## config.mk

```make
export PLATFORM = sky130hd
export DESIGN_NAME = periph_top
export DESIGN_NICKNAME = d
export VERILOG_FILES = /design/src/periph_pkg.sv /design/src/periph_bus_if.sv /design/src/cpu_bus_decoder.sv /design/src/dsp_multiplier.sv /design/src/ym_ctrl.sv /design/src/periph_top.sv
export SDC_FILE = /design/constraint.sdc
export NUM_CORES = 1
export LEC_CHECK = 0
export ABC_CLOCK_PERIOD_IN_PS = 18000
export BUFFER_PORTS_ARGS = -buffer_cell sky130_fd_sc_hd__buf_4
export CAP_MARGIN = 0
export CORE_MARGIN = 4
export CORE_UTILIZATION = 50
export DETAILED_ROUTE_END_ITERATION = 16
export PLACE_DENSITY = 0.68
export SYNTH_ARGS = -nofsm -noshare
export SYNTH_HDL_FRONTEND = slang
export SYNTH_HIERARCHICAL = 1
export SYNTH_SLANG_ARGS = --single-unit
export TNS_END_PERCENT = 10
```

## constraint.sdc

```tcl
create_clock -name cpu_clk -period 18 [get_ports cpu_clk]
set_clock_uncertainty 0.1 [all_clocks]
set_input_delay 0.9 -clock cpu_clk [delete_from_list [all_inputs] [get_ports cpu_clk]]
set_output_delay 0.9 -clock cpu_clk [all_outputs]
set_load 0.02 [all_outputs]
```

## src/periph_pkg.sv

```systemverilog
/*
 * Peripheral port definitions
 * Address map, register select encoding, widths and the audio write word
 */

`default_nettype none

package periph_pkg;

    // CPU bus
    localparam int ADDR_W = 32;
    localparam int DATA_W = 32;
    localparam int STRB_W = 4;

    // Region field sits in address bits 19:16
    localparam int REGION_LSB = 16;
    localparam int REGION_W = 4;

    localparam logic [REGION_W-1:0] REGION_DSP = 4'd1;
    localparam logic [REGION_W-1:0] REGION_AUDIO = 4'd2;

    // Register select is word offset bits 3:2
    localparam int SEL_LSB = 2;

    // DSP multiplier
    localparam int DSP_OPERAND_W = 16;
    localparam int DSP_PRODUCT_W = 32;

    // YM2151 host port and prescaler
    localparam int YM_DATA_W = 8;
    localparam int YM_ACC_W = 33;

    // DSP: bit 0 picks operand B
    // Audio: bit 1 picks the prescaler, bit 0 is YM a0
    typedef logic [1:0] reg_sel_t;

    typedef union packed {
        logic [DATA_W-1:0] prescaler;
        struct packed {
            logic [DATA_W-YM_DATA_W-1:0] unused;
            logic [YM_DATA_W-1:0]        ym_data;
        } ym;
    } audio_wword_t;

endpackage

`default_nettype wire

```

## src/periph_bus_if.sv

```systemverilog
/*
 * Internal peripheral bus
 * Carries decoded write strobes, register select and write data
 * from the CPU bus decoder out to the peripherals
 */

`timescale 1ns/100ps
`default_nettype none

interface periph_bus_if import periph_pkg::*; ();

    // One-cycle write strobes, one per region
    logic dsp_write;
    logic audio_write;

    // Registered word offset and data of the accepted access
    reg_sel_t reg_sel;
    logic [DATA_W-1:0] write_data;

    modport ctrl (
        output dsp_write,
        output audio_write,
        output reg_sel,
        output write_data
    );

    modport periph (
        input dsp_write,
        input audio_write,
        input reg_sel,
        input write_data
    );

endinterface

`default_nettype wire

```

## src/cpu_bus_decoder.sv

```systemverilog
/*
 * CPU bus decoder
 * Accepts one transaction at a time, decodes the region field,
 * issues one-cycle write strobes and returns read data with ready
 * in the cycle after acceptance
 */

`timescale 1ns/100ps
`default_nettype none

module cpu_bus_decoder import periph_pkg::*; (
    input  wire logic                     cpu_clk,
    input  wire logic                     cpu_reset,

    input  wire logic                     mem_valid,
    input  wire logic [ADDR_W-1:0]        mem_addr,
    input  wire logic [STRB_W-1:0]        mem_wstrb,
    input  wire logic [DATA_W-1:0]        mem_wdata,
    output logic                          mem_ready,
    output logic [DATA_W-1:0]             mem_rdata,

    input  wire logic [DSP_PRODUCT_W-1:0] dsp_product,
    input  wire logic [YM_DATA_W-1:0]     ym_status,

    periph_bus_if.ctrl                    bus
);

    logic [REGION_W-1:0] region;
    reg_sel_t            sel;
    logic                is_write;
    logic                accept;

    logic                dsp_hit_q;
    logic                audio_hit_q;
    logic                write_q;
    reg_sel_t            sel_q;
    logic [DATA_W-1:0]   wdata_q;

    assign region = mem_addr[REGION_LSB +: REGION_W];
    assign sel = mem_addr[SEL_LSB +: $bits(reg_sel_t)];

    // Any byte lane enabled counts as a full word write
    assign is_write = |mem_wstrb;

    // Ready doubles as the outstanding flag, so N+1 never accepts
    assign accept = mem_valid && !mem_ready;

    always_ff @(posedge cpu_clk) begin
        if (cpu_reset) begin
            mem_ready <= 1'b0;
            dsp_hit_q <= 1'b0;
            audio_hit_q <= 1'b0;
            write_q <= 1'b0;
        end else begin
            mem_ready <= accept;

            if (accept) begin
                dsp_hit_q <= (region == REGION_DSP);
                audio_hit_q <= (region == REGION_AUDIO);
                write_q <= is_write;
            end
        end
    end

    // Select and data of the accepted access
    always_ff @(posedge cpu_clk) begin
        if (accept) begin
            sel_q <= sel;
            wdata_q <= mem_wdata;
        end
    end

    // Strobes line up with mem_ready
    assign bus.dsp_write = mem_ready && write_q && dsp_hit_q;
    assign bus.audio_write = mem_ready && write_q && audio_hit_q;
    assign bus.reg_sel = sel_q;
    assign bus.write_data = wdata_q;

    // Read data by registered region, unmapped reads as zero
    always_comb begin
        mem_rdata = '0;

        if (dsp_hit_q) begin
            mem_rdata = dsp_product;
        end else if (audio_hit_q) begin
            mem_rdata = {{(DATA_W - YM_DATA_W){1'b0}}, ym_status};
        end
    end

endmodule

`default_nettype wire

```

## src/dsp_multiplier.sv

```systemverilog
/*
 * DSP multiplier
 * Two 16-bit operand registers and a registered signed product
 */

`timescale 1ns/100ps
`default_nettype none

module dsp_multiplier import periph_pkg::*; (
    input  wire logic                     cpu_clk,

    periph_bus_if.periph                  bus,

    output logic [DSP_PRODUCT_W-1:0]      product
);

    logic signed [DSP_OPERAND_W-1:0] op_a;
    logic signed [DSP_OPERAND_W-1:0] op_b;

    // Flat enables keep the operands mappable onto DSP input registers
    always_ff @(posedge cpu_clk) begin
        if (bus.dsp_write && !bus.reg_sel[0]) begin
            op_a <= bus.write_data[DSP_OPERAND_W-1:0];
        end

        if (bus.dsp_write && bus.reg_sel[0]) begin
            op_b <= bus.write_data[DSP_OPERAND_W-1:0];
        end
    end

    // Product follows the operands one cycle later
    always_ff @(posedge cpu_clk) begin
        product <= DSP_PRODUCT_W'($signed(op_a) * $signed(op_b));
    end

endmodule

`default_nettype wire

```

## src/ym_ctrl.sv

```systemverilog
/*
 * YM2151 control
 * Software prescaler driving the cen and cen_p1 clock enables,
 * plus the latched host port write
 */

`timescale 1ns/100ps
`default_nettype none

module ym_ctrl import periph_pkg::*; (
    input  wire logic                 cpu_clk,
    input  wire logic                 cpu_reset,

    periph_bus_if.periph              bus,

    output logic                      ym_cen,
    output logic                      ym_cen_p1,
    output logic                      ym_wr,
    output logic                      ym_a0,
    output logic [YM_DATA_W-1:0]      ym_din
);

    audio_wword_t          wword;
    logic                  port_write;
    logic                  prescaler_write;

    logic [DATA_W-1:0]     prescaler;
    logic [YM_ACC_W-1:0]   acc;
    logic                  tick;
    logic                  p1_toggle;

    assign wword = bus.write_data;

    // Offset bit 1 splits the region into YM port and prescaler
    assign port_write = bus.audio_write && !bus.reg_sel[1];
    assign prescaler_write = bus.audio_write && bus.reg_sel[1];

    always_ff @(posedge cpu_clk) begin
        if (cpu_reset) begin
            prescaler <= '0;
        end else if (prescaler_write) begin
            prescaler <= wword.prescaler;
        end
    end

    // Fractional accumulator
    // Carry out of the low 32 bits lands in the top bit for one cycle
    always_ff @(posedge cpu_clk) begin
        if (cpu_reset) begin
            acc <= '0;
            tick <= 1'b0;
        end else begin
            acc <= {1'b0, acc[DATA_W-1:0]} + {1'b0, prescaler};
            tick <= acc[YM_ACC_W-1];
        end
    end

    // Full-rate enable on each tick, half-rate on every second one
    always_ff @(posedge cpu_clk) begin
        if (cpu_reset) begin
            ym_cen <= 1'b0;
            ym_cen_p1 <= 1'b0;
            p1_toggle <= 1'b0;
        end else begin
            ym_cen <= tick;
            ym_cen_p1 <= 1'b0;

            if (tick) begin
                ym_cen_p1 <= p1_toggle;
                p1_toggle <= !p1_toggle;
            end
        end
    end

    // Host port data and address, held until the next port write
    always_ff @(posedge cpu_clk) begin
        if (port_write) begin
            ym_din <= wword.ym.ym_data;
            ym_a0 <= bus.reg_sel[0];
        end
    end

    // Write pulse follows the latch, independent of the enables
    always_ff @(posedge cpu_clk) begin
        if (cpu_reset) begin
            ym_wr <= 1'b0;
        end else begin
            ym_wr <= port_write;
        end
    end

endmodule

`default_nettype wire

```

## src/periph_top.sv

```systemverilog
/*
 * Peripheral port top level
 * CPU bus decoder feeding the DSP multiplier and YM2151 control
 */

`timescale 1ns/100ps
`default_nettype none

module periph_top import periph_pkg::*; (
    input  wire logic                 cpu_clk,
    input  wire logic                 cpu_reset,

    // CPU bus
    input  wire logic                 mem_valid,
    input  wire logic [ADDR_W-1:0]    mem_addr,
    input  wire logic [STRB_W-1:0]    mem_wstrb,
    input  wire logic [DATA_W-1:0]    mem_wdata,
    output logic                      mem_ready,
    output logic [DATA_W-1:0]         mem_rdata,

    // YM2151 host port
    output logic                      ym_cen,
    output logic                      ym_cen_p1,
    output logic                      ym_wr,
    output logic                      ym_a0,
    output logic [YM_DATA_W-1:0]      ym_din,
    input  wire logic [YM_DATA_W-1:0] ym_dout
);

    logic [DSP_PRODUCT_W-1:0] dsp_product;

    periph_bus_if bus ();

    cpu_bus_decoder decoder (
        .cpu_clk(cpu_clk),
        .cpu_reset(cpu_reset),

        .mem_valid(mem_valid),
        .mem_addr(mem_addr),
        .mem_wstrb(mem_wstrb),
        .mem_wdata(mem_wdata),
        .mem_ready(mem_ready),
        .mem_rdata(mem_rdata),

        .dsp_product(dsp_product),
        .ym_status(ym_dout),

        .bus(bus.ctrl)
    );

    dsp_multiplier dsp (
        .cpu_clk(cpu_clk),
        .bus(bus.periph),
        .product(dsp_product)
    );

    ym_ctrl ym (
        .cpu_clk(cpu_clk),
        .cpu_reset(cpu_reset),

        .bus(bus.periph),

        .ym_cen(ym_cen),
        .ym_cen_p1(ym_cen_p1),
        .ym_wr(ym_wr),
        .ym_a0(ym_a0),
        .ym_din(ym_din)
    );

endmodule

`default_nettype wire

```

==> results.yml, run 1 <==
sta:
  finalHoldViolations: 0
  period_minus_slack_ns: 6.63
  setup_violations: 0
  final.period_utilization_pct: 36.8
  holdWs_ns: 0.353
  maxSlewHeadroom_pct: 17.8
  fmax_mhz: 151
  tns_ns: 0
  worstMarginPinSlew_ns: 1.23
  slew_violations: 0
  fin_ws_ns: 11.37
  rsz0062_at_grt: "false"
worst_setup_path:
  r2r-start: "dsp/op_b[1]"
  cp-end-kind: "flip-flop"
  crit_arrival_ns: 6.86
  cp-endpoint: "dsp/product[31]"
  rr_worst_depth: 18
  critical_path_class: "flip-flop to flip-flop"
  required_ns: 18.23
  cp-start-kind: "flip-flop"
  cp_max_fo: 16
  regToRegSetupSlack_ns: 11.37
  cp-startpoint: "dsp/op_b[1]"
  regToRegEndpoint: "dsp/product[31]"
power:
  peakVddDrop_mv: 0.0602
  power.total_uw: 865
  intPower_uw: 658
  p_leak_nw: 8.82
  power_frac_seq_pct: 51.1
  p_clk_share_pct: 43.5
  switching_share_pct: 24.0
  power_frac_comb_pct: 5.5
  p_per_area_nw_per_um2: 46.1
  switchingPower_uw: 207
routing:
  routed_via_density: 5.19
  drtIter0Drc: 510
  dr.pass1.iters: 5
  drcViolationCount: 0
  wl_per_cell_um: 15.5
  ant_nets: 0
  drt-total-wl_um: 35100
  vias: 11724
global_route:
  busiest_layer: "met2"
  grt_pass1_wl_um: 61100
  track_usage_pct: 20.5
  antenna_found_initial: 0
  use_met1_pct: 26.8
  use_met2_pct: 35.4
  grt_pass1_vias: 12597
  grt_overflow: 0
  gr-usage-met3_pct: 3.35
  grt_max_degree: 80
floorplanning:
  fp.dieH_um: 193
  initial_utilization_pct: 50.9
  core-area_um2: 33700
  die_w_um: 193
  rows: 67
  io_pins: 124
  die-area_um2: 37300
clock_tree:
  cts_root_buf: "clkbuf_16"
  cts_tree: "done"
  cts.repair.resized: 0
  numCtsBuffers: 17
  path_clk_slew_ns: 0.07
  ctsHoldBuffers: 0
  cts.sinks: 181
  postCtsSetupRepairBufs: 0
  clockBufferDepth: 2
  insertion_delay_ns: 0.44
  htreeDepth: 4
place:
  post-place-ws_ns: 11.36
  postPlaceCellArea_um2: 18200
  dp_cells: 2227
  port_buffers: 97
  gp_congestion: 0.857
  dp_hpwl_um: 27200
finish:
  post-route-util_pct: 55.7
  antenna_cells: 0
  layout_commonest_cell: "inv_1"
  layout_common_cells: "295 x inv_1, 263 x fa_1, 223 x nand2_1, 151 x and2_1, 114 x ha_1"
  drive_gt1_share_pct: 9.00
  final_cells: 2259
  area_growth_pct: 9.61
  nets: 2254
  final_area_um2: 18800
logic_synthesis:
  synth_ff_type: "dfxtp_1"
  yosys_warnings: 6
  netlist_area_um2: 17100
  synth_cell_types: 73
  syn_nets: 2199
  yosysSeqAreaShare_pct: 25.5
  synth_seq_cells: 181
  synth-edff-count: 75
  async_flop_share_pct: 0
  syn_inst: 1743
  avgSynthCellArea_um2: 9.83
outcome:
  outcome: "finished, final reports clean"
min_path:
  min-delay-start: "ym/acc[32]"
  hold_path_class: "flip-flop to flip-flop"
run:
  maxCapViolations: 0
cell usage after synthesis, types with 5 or more instances:
master | number | share of area (%)
a211oi_1 | 12 | 0.53
a21o_1 | 27 | 1.2
a21oi_1 | 77 | 2.2
a22o_1 | 8 | 0.41
and2_1 | 151 | 5.5
and3_1 | 8 | 0.29
clkbuf_1 | 57 | 1.2
dfxtp_1 | 106 | 12
edfxtp_1 | 75 | 13
fa_1 | 263 | 31
ha_1 | 114 | 8.3
inv_1 | 295 | 6.5
mux2_2 | 5 | 0.33
nand2_1 | 223 | 4.9
nand2b_1 | 6 | 0.22
nand3_1 | 21 | 0.61
nand4_1 | 6 | 0.22
nor2_1 | 83 | 1.8
nor2b_1 | 18 | 0.66
nor3_1 | 7 | 0.20
o211ai_1 | 7 | 0.31
o21a_1 | 6 | 0.26
o21ai_0 | 19 | 0.55
o21ai_1 | 9 | 0.26
o21bai_1 | 6 | 0.26
xnor2_1 | 37 | 1.9
xor2_1 | 22 | 1.1
flip-flops by register name, summed over array words and instances, names as in the netlist:
name / flops
ym/acc: 33
decoder/bus.write_data: 32
dsp/product: 32
ym/prescaler: 32
dsp/op_a: 16
dsp/op_b: 16
ym/ym_din: 8
decoder/bus.reg_sel: 2
decoder/audio_hit_q: 1
decoder/dsp_hit_q: 1
decoder/mem_ready: 1
decoder/write_q: 1
ym/p1_toggle: 1
ym/tick: 1
ym/ym_a0: 1
ym/ym_cen: 1
ym/ym_cen_p1: 1
ym/ym_wr: 1
final cells by class:
class	instances	area [µm²]
Fill cell	2955	14900
Multi-Input combinational cell	1201	11400
Sequential cell	181	4370
Inverter	296	1110
Timing Repair Buffer	101	758
Tap cell	448	561
Clock buffer	21	482
Clock inverter	11	104
worst max-delay path, stage by stage (launching register included):
cell,delay (ns)
edfxtp_1,0.75
nand2_1,0.21
inv_1,0.17
fa_1,0.56
fa_1,0.84
fa_1,0.51
fa_1,0.50
fa_1,0.49
inv_1,0.05
fa_1,0.51
inv_1,0.05
ha_1,0.34
nand3_1,0.18
nor2_1,0.29
nand3_1,0.14
o21ai_2,0.40
o31ai_2,0.14
o21ai_1,0.19
xnor2_1,0.08
cell families (layout without fill, tap and decap cells):
group	after synthesis	count (layout)	share of synthesized area, %
AO/OA/AOI/OAI	222	222	8.94
XOR/XNOR	59	59	3.02
adder cells (fa/ha/maj)	377	377	39.0
buffers and inverters	361	429	7.99
flip-flops	181	181	25.5
multiplexers	5	5	0.329
AND/OR/NAND/NOR	538	538	15.2
routing by layer:
layer / part of all wire, % / wire length [µm]
met1: 44 / 15300
met4: 2.0 / 711
met2: 50 / 17600
met3: 4.0 / 1420
met5: 0 / 0
power by group through the flow:
stage | combinational [mW] | clock [mW] | sequential, mW
after floorplan | 0.0303 | 0 | 0.450
after global placement | 0.0469 | 0 | 0.451
after detailed placement | 0.0478 | 0 | 0.452
after CTS | 0.0479 | 0.386 | 0.442
after global routing | 0.0537 | 0.401 | 0.443
final | 0.0473 | 0.376 | 0.442
worst min-delay path by stage:
stage	end	slack [ns]	cells after the start
after floorplan	ym/tick	0.31	1
after detailed placement	ym/tick	0.33	1
after CTS	ym/tick	0.36	1
after global routing	ym/tick	0.38	1
after global placement	ym/tick	0.33	1
final	ym/tick	0.35	1
(Power assumes the default switching activity.)
==> run 2: changes to the inputs <==
Settings changed: ABC_AREA set to 1, ABC_CLOCK_PERIOD_IN_PS 18000 to 5700, PLACE_DENSITY 0.68 to 0.7.
Clock period 18 ns to 5.7 ns, I/O delays scaled along.
==> results.yml, run 2 <==
outcome:
  outcome: "finished, final reports clean"
global_route:
  grt_pass1_wl_um: 77200
  track_usage_pct: 23.5
  grt_overflow: 0
  grt_pass1_vias: 15672
  antenna_found_initial: 1
  grt_max_degree: 59
logic_synthesis:
  synth_top_family_by_area: "adder cells"
  synth_common_cells: "678 x nand2_1, 614 x inv_1, 263 x fa_1"
  synth_area_leaders: "fa_1 28%, nand2_1 14%, inv_1 12%, edfxtp_1 12%, dfxtp_1 11%"
  synth_mux_area_share_pct: 0
  synth_seq_cells: 181
  synth_top_cell_area_share_pct: 28.1
  synth_cell_types: 37
  yosys_warnings: 6
  yosysSeqAreaShare_pct: 23.3
  synth_fa_ha_area_share_pct: 35.7
  synth_simple_gate_area_share_pct: 22.0
  synth-xor-area-share_pct: 0.934
  synth_most_common_cell: "nand2_1"
  synth-edff-count: 75
  synth_ff_type: "dfxtp_1"
  synth.largest_area_cell: "fa_1"
  async_flop_share_pct: 0
  syn_nets: 2883
  synth-compound-area-share_pct: 3.79
  avgSynthCellArea_um2: 7.73
  syn_inst: 2427
  netlist_area_um2: 18800
worst_setup_path:
  cp-end-kind: "flip-flop"
  rr_worst_depth: 20
  r2r-start: "dsp/op_a[15]"
  critical_path_class: "flip-flop to flip-flop"
  regToRegSetupSlack_ns: 0.20
  regToRegEndpoint: "dsp/product[28]"
  cp_max_fo: 7
  crit_arrival_ns: 5.73
  cp-start-kind: "flip-flop"
  required_ns: 5.93
clock_tree:
  path_clk_slew_ns: 0.07
  htreeDepth: 4
  clockBufferDepth: 2
  cts_root_buf: "clkbuf_16"
  numCtsBuffers: 17
  insertion_delay_ns: 0.44
  cts_tree: "done"
  cts.sinks: 181
sta:
  maxSlewHeadroom_pct: 18.6
  period_minus_slack_ns: 5.50
  finalHoldViolations: 0
  rsz0062_at_grt: "true"
  final.period_utilization_pct: 96.6
  tns_ns: 0
  holdWs_ns: 0.0264
  worstMarginPinSlew_ns: 1.22
  fmax_mhz: 182
  setup_violations: 0
  slew_violations: 0
power:
  switchingPower_mw: 1.14
  p_per_area_nw_per_um2: 166
  switching_share_pct: 31.1
  peakVddDrop_mv: 0.242
  power_frac_seq_pct: 40.3
  p_leak_nw: 12.3
  intPower_mw: 2.53
  power.total_mw: 3.68
  p_clk_share_pct: 32.3
  power_frac_comb_pct: 27.3
finish:
  largest_register_ffs: 33
  final_area_um2: 22100
  layout_commonest_cell: "nand2_1"
  nets: 3080
  layout_common_cells: "662 x nand2_1, 614 x inv_1, 258 x fa_1, 205 x buf_4, 169 x nor2_1"
  area_growth_pct: 17.8
  post-route-util_pct: 60.1
  drive_gt1_share_pct: 13.8
  top_register: "ym/acc"
  fill_cells: 3292
  antenna_cells: 0
place:
  postPlaceCellArea_um2: 20500
  port_buffers: 97
  gp_congestion: 0.928
  dp_hpwl_um: 37600
routing:
  dr.pass1.iters: 5
  routed_via_density: 4.95
  vias: 15368
  ant_nets: 0
  drcViolationCount: 0
  drtIter0Drc: 999
  wl_per_cell_um: 14.9
  drt-total-wl_um: 46300
floorplanning:
  initial_utilization_pct: 51.0
  rows: 70
  die_w_um: 202
  die-area_um2: 40700
  io_pins: 124
  core-area_um2: 36800
  fp.dieH_um: 202
min_path:
  min-delay-start: "mem_addr[19]"
  min_path_cells: 4
  hold_path_class: "input port to flip-flop"
  min_to: "decoder/audio_hit_q"
run:
  maxCapViolations: 0
[run 2: cell types whose count changed after synthesis, sizes merged, moves of 34 or more]
cell,delta
nand2,+465
inv,+333
and2,-143
nor2,+107
nand3,+55
xnor2,-34
[run 2: how the worst max path moves through the flow]
stage | start | end | slack (ns) | cells after the start
finish | dsp/op_a[15] | dsp/product[28] | 0.20 | 20
floorplan | dsp/op_a[15] | dsp/product[30] | 0.18 | 19
CTS | dsp/op_b[2] | dsp/product[19] | 0.0004 | 20
global route | dsp/op_a[9] | dsp/product[26] | -0.03 | 21
global placement | dsp/op_a[8] | dsp/product[13] | -0.09 | 19
detailed placement | dsp/op_a[8] | dsp/product[29] | -0.15 | 21
[run 2: stage by stage]
| stage | std cells | worst slack [ns] |
|---|---|---|
| floorplan | 2427 | 0.180 |
| global placement | 3002 | -0.0935 |
| detailed placement | 3002 | -0.146 |
| CTS | 3072 | 0.000396 |
| global route | 3105 | -0.0291 |
| finish | 3105 | 0.196 |
[run 2: routing by layer]
metal / track usage, % / vias to the layer above / wire length [µm]
met2: 39.2 / 381 / 22300
met1: 31.4 / 7410 / 20200
met5: 0 / - / 0
met3: 3.45 / 89 / 2350
li1: - / 7488 / -
met4: 8.35 / 0 / 1470
[run 2: timing repair]
action / 4_1_cts / 5_1_grt
hold buffers: 34 / 0
resized for setup: 2 / 87
endpoints found under the setup margin: 8 / 20
pin swaps: 0 / 24
buffers inserted: 4 / 33
hold endpoints to repair: 34 / 0
[run 2: kinds of logic (layout without fill, tap and decap cells)]
| group | after synthesis | count (layout) |
|---|---|---|
| and+or+nand+nor | 1009 | 1009 |
| buffers and inverters | 707 | 917 |
| adders and majority gates | 377 | 377 |
| DFF | 181 | 181 |
| AOI/OAI and AO/OA | 133 | 133 |
| xor gates and xnor gates | 20 | 20 |
[run 2: layout make-up]
cell class / count / area (µm²) / share of cell area [%]
Multi-Input combinational cell: 1539 / 12100 / 54.6
Sequential cell: 181 / 4370 / 19.8
Inverter: 630 / 2370 / 10.7
Timing Repair Buffer: 255 / 2120 / 9.59
Tap cell: 468 / 586 / 2.65
Clock buffer: 22 / 475 / 2.15
Clock inverter: 10 / 113 / 0.509
[run 2: critical path, cell delays in order, from the launching register on]
cell and delay [ns]:
edfxtp_1 0.36, buf_4 0.19, buf_6 0.12, nand2_1 0.05, inv_1 0.06, fa_2 0.53, fa_1 0.56, buf_6 0.16
inv_1 0.08, fa_1 0.49, inv_1 0.06, fa_1 0.55, fa_1 0.44, fa_1 0.57, ha_4 0.23, a21oi_1 0.20
o21ai_0 0.19, a21oi_1 0.21, nand3_1 0.10, nand2_1 0.06, nand2_1 0.07
[run 2: power by group through the flow]
stage | logic, mW | clock network (mW) | registers, mW
finish | 1.00 | 1.19 | 1.48
global route | 1.12 | 1.26 | 1.49
CTS | 0.887 | 1.21 | 1.48
detailed placement | 0.864 | 0 | 1.51
global placement | 0.853 | 0 | 1.51
floorplan | 0.555 | 0 | 1.49
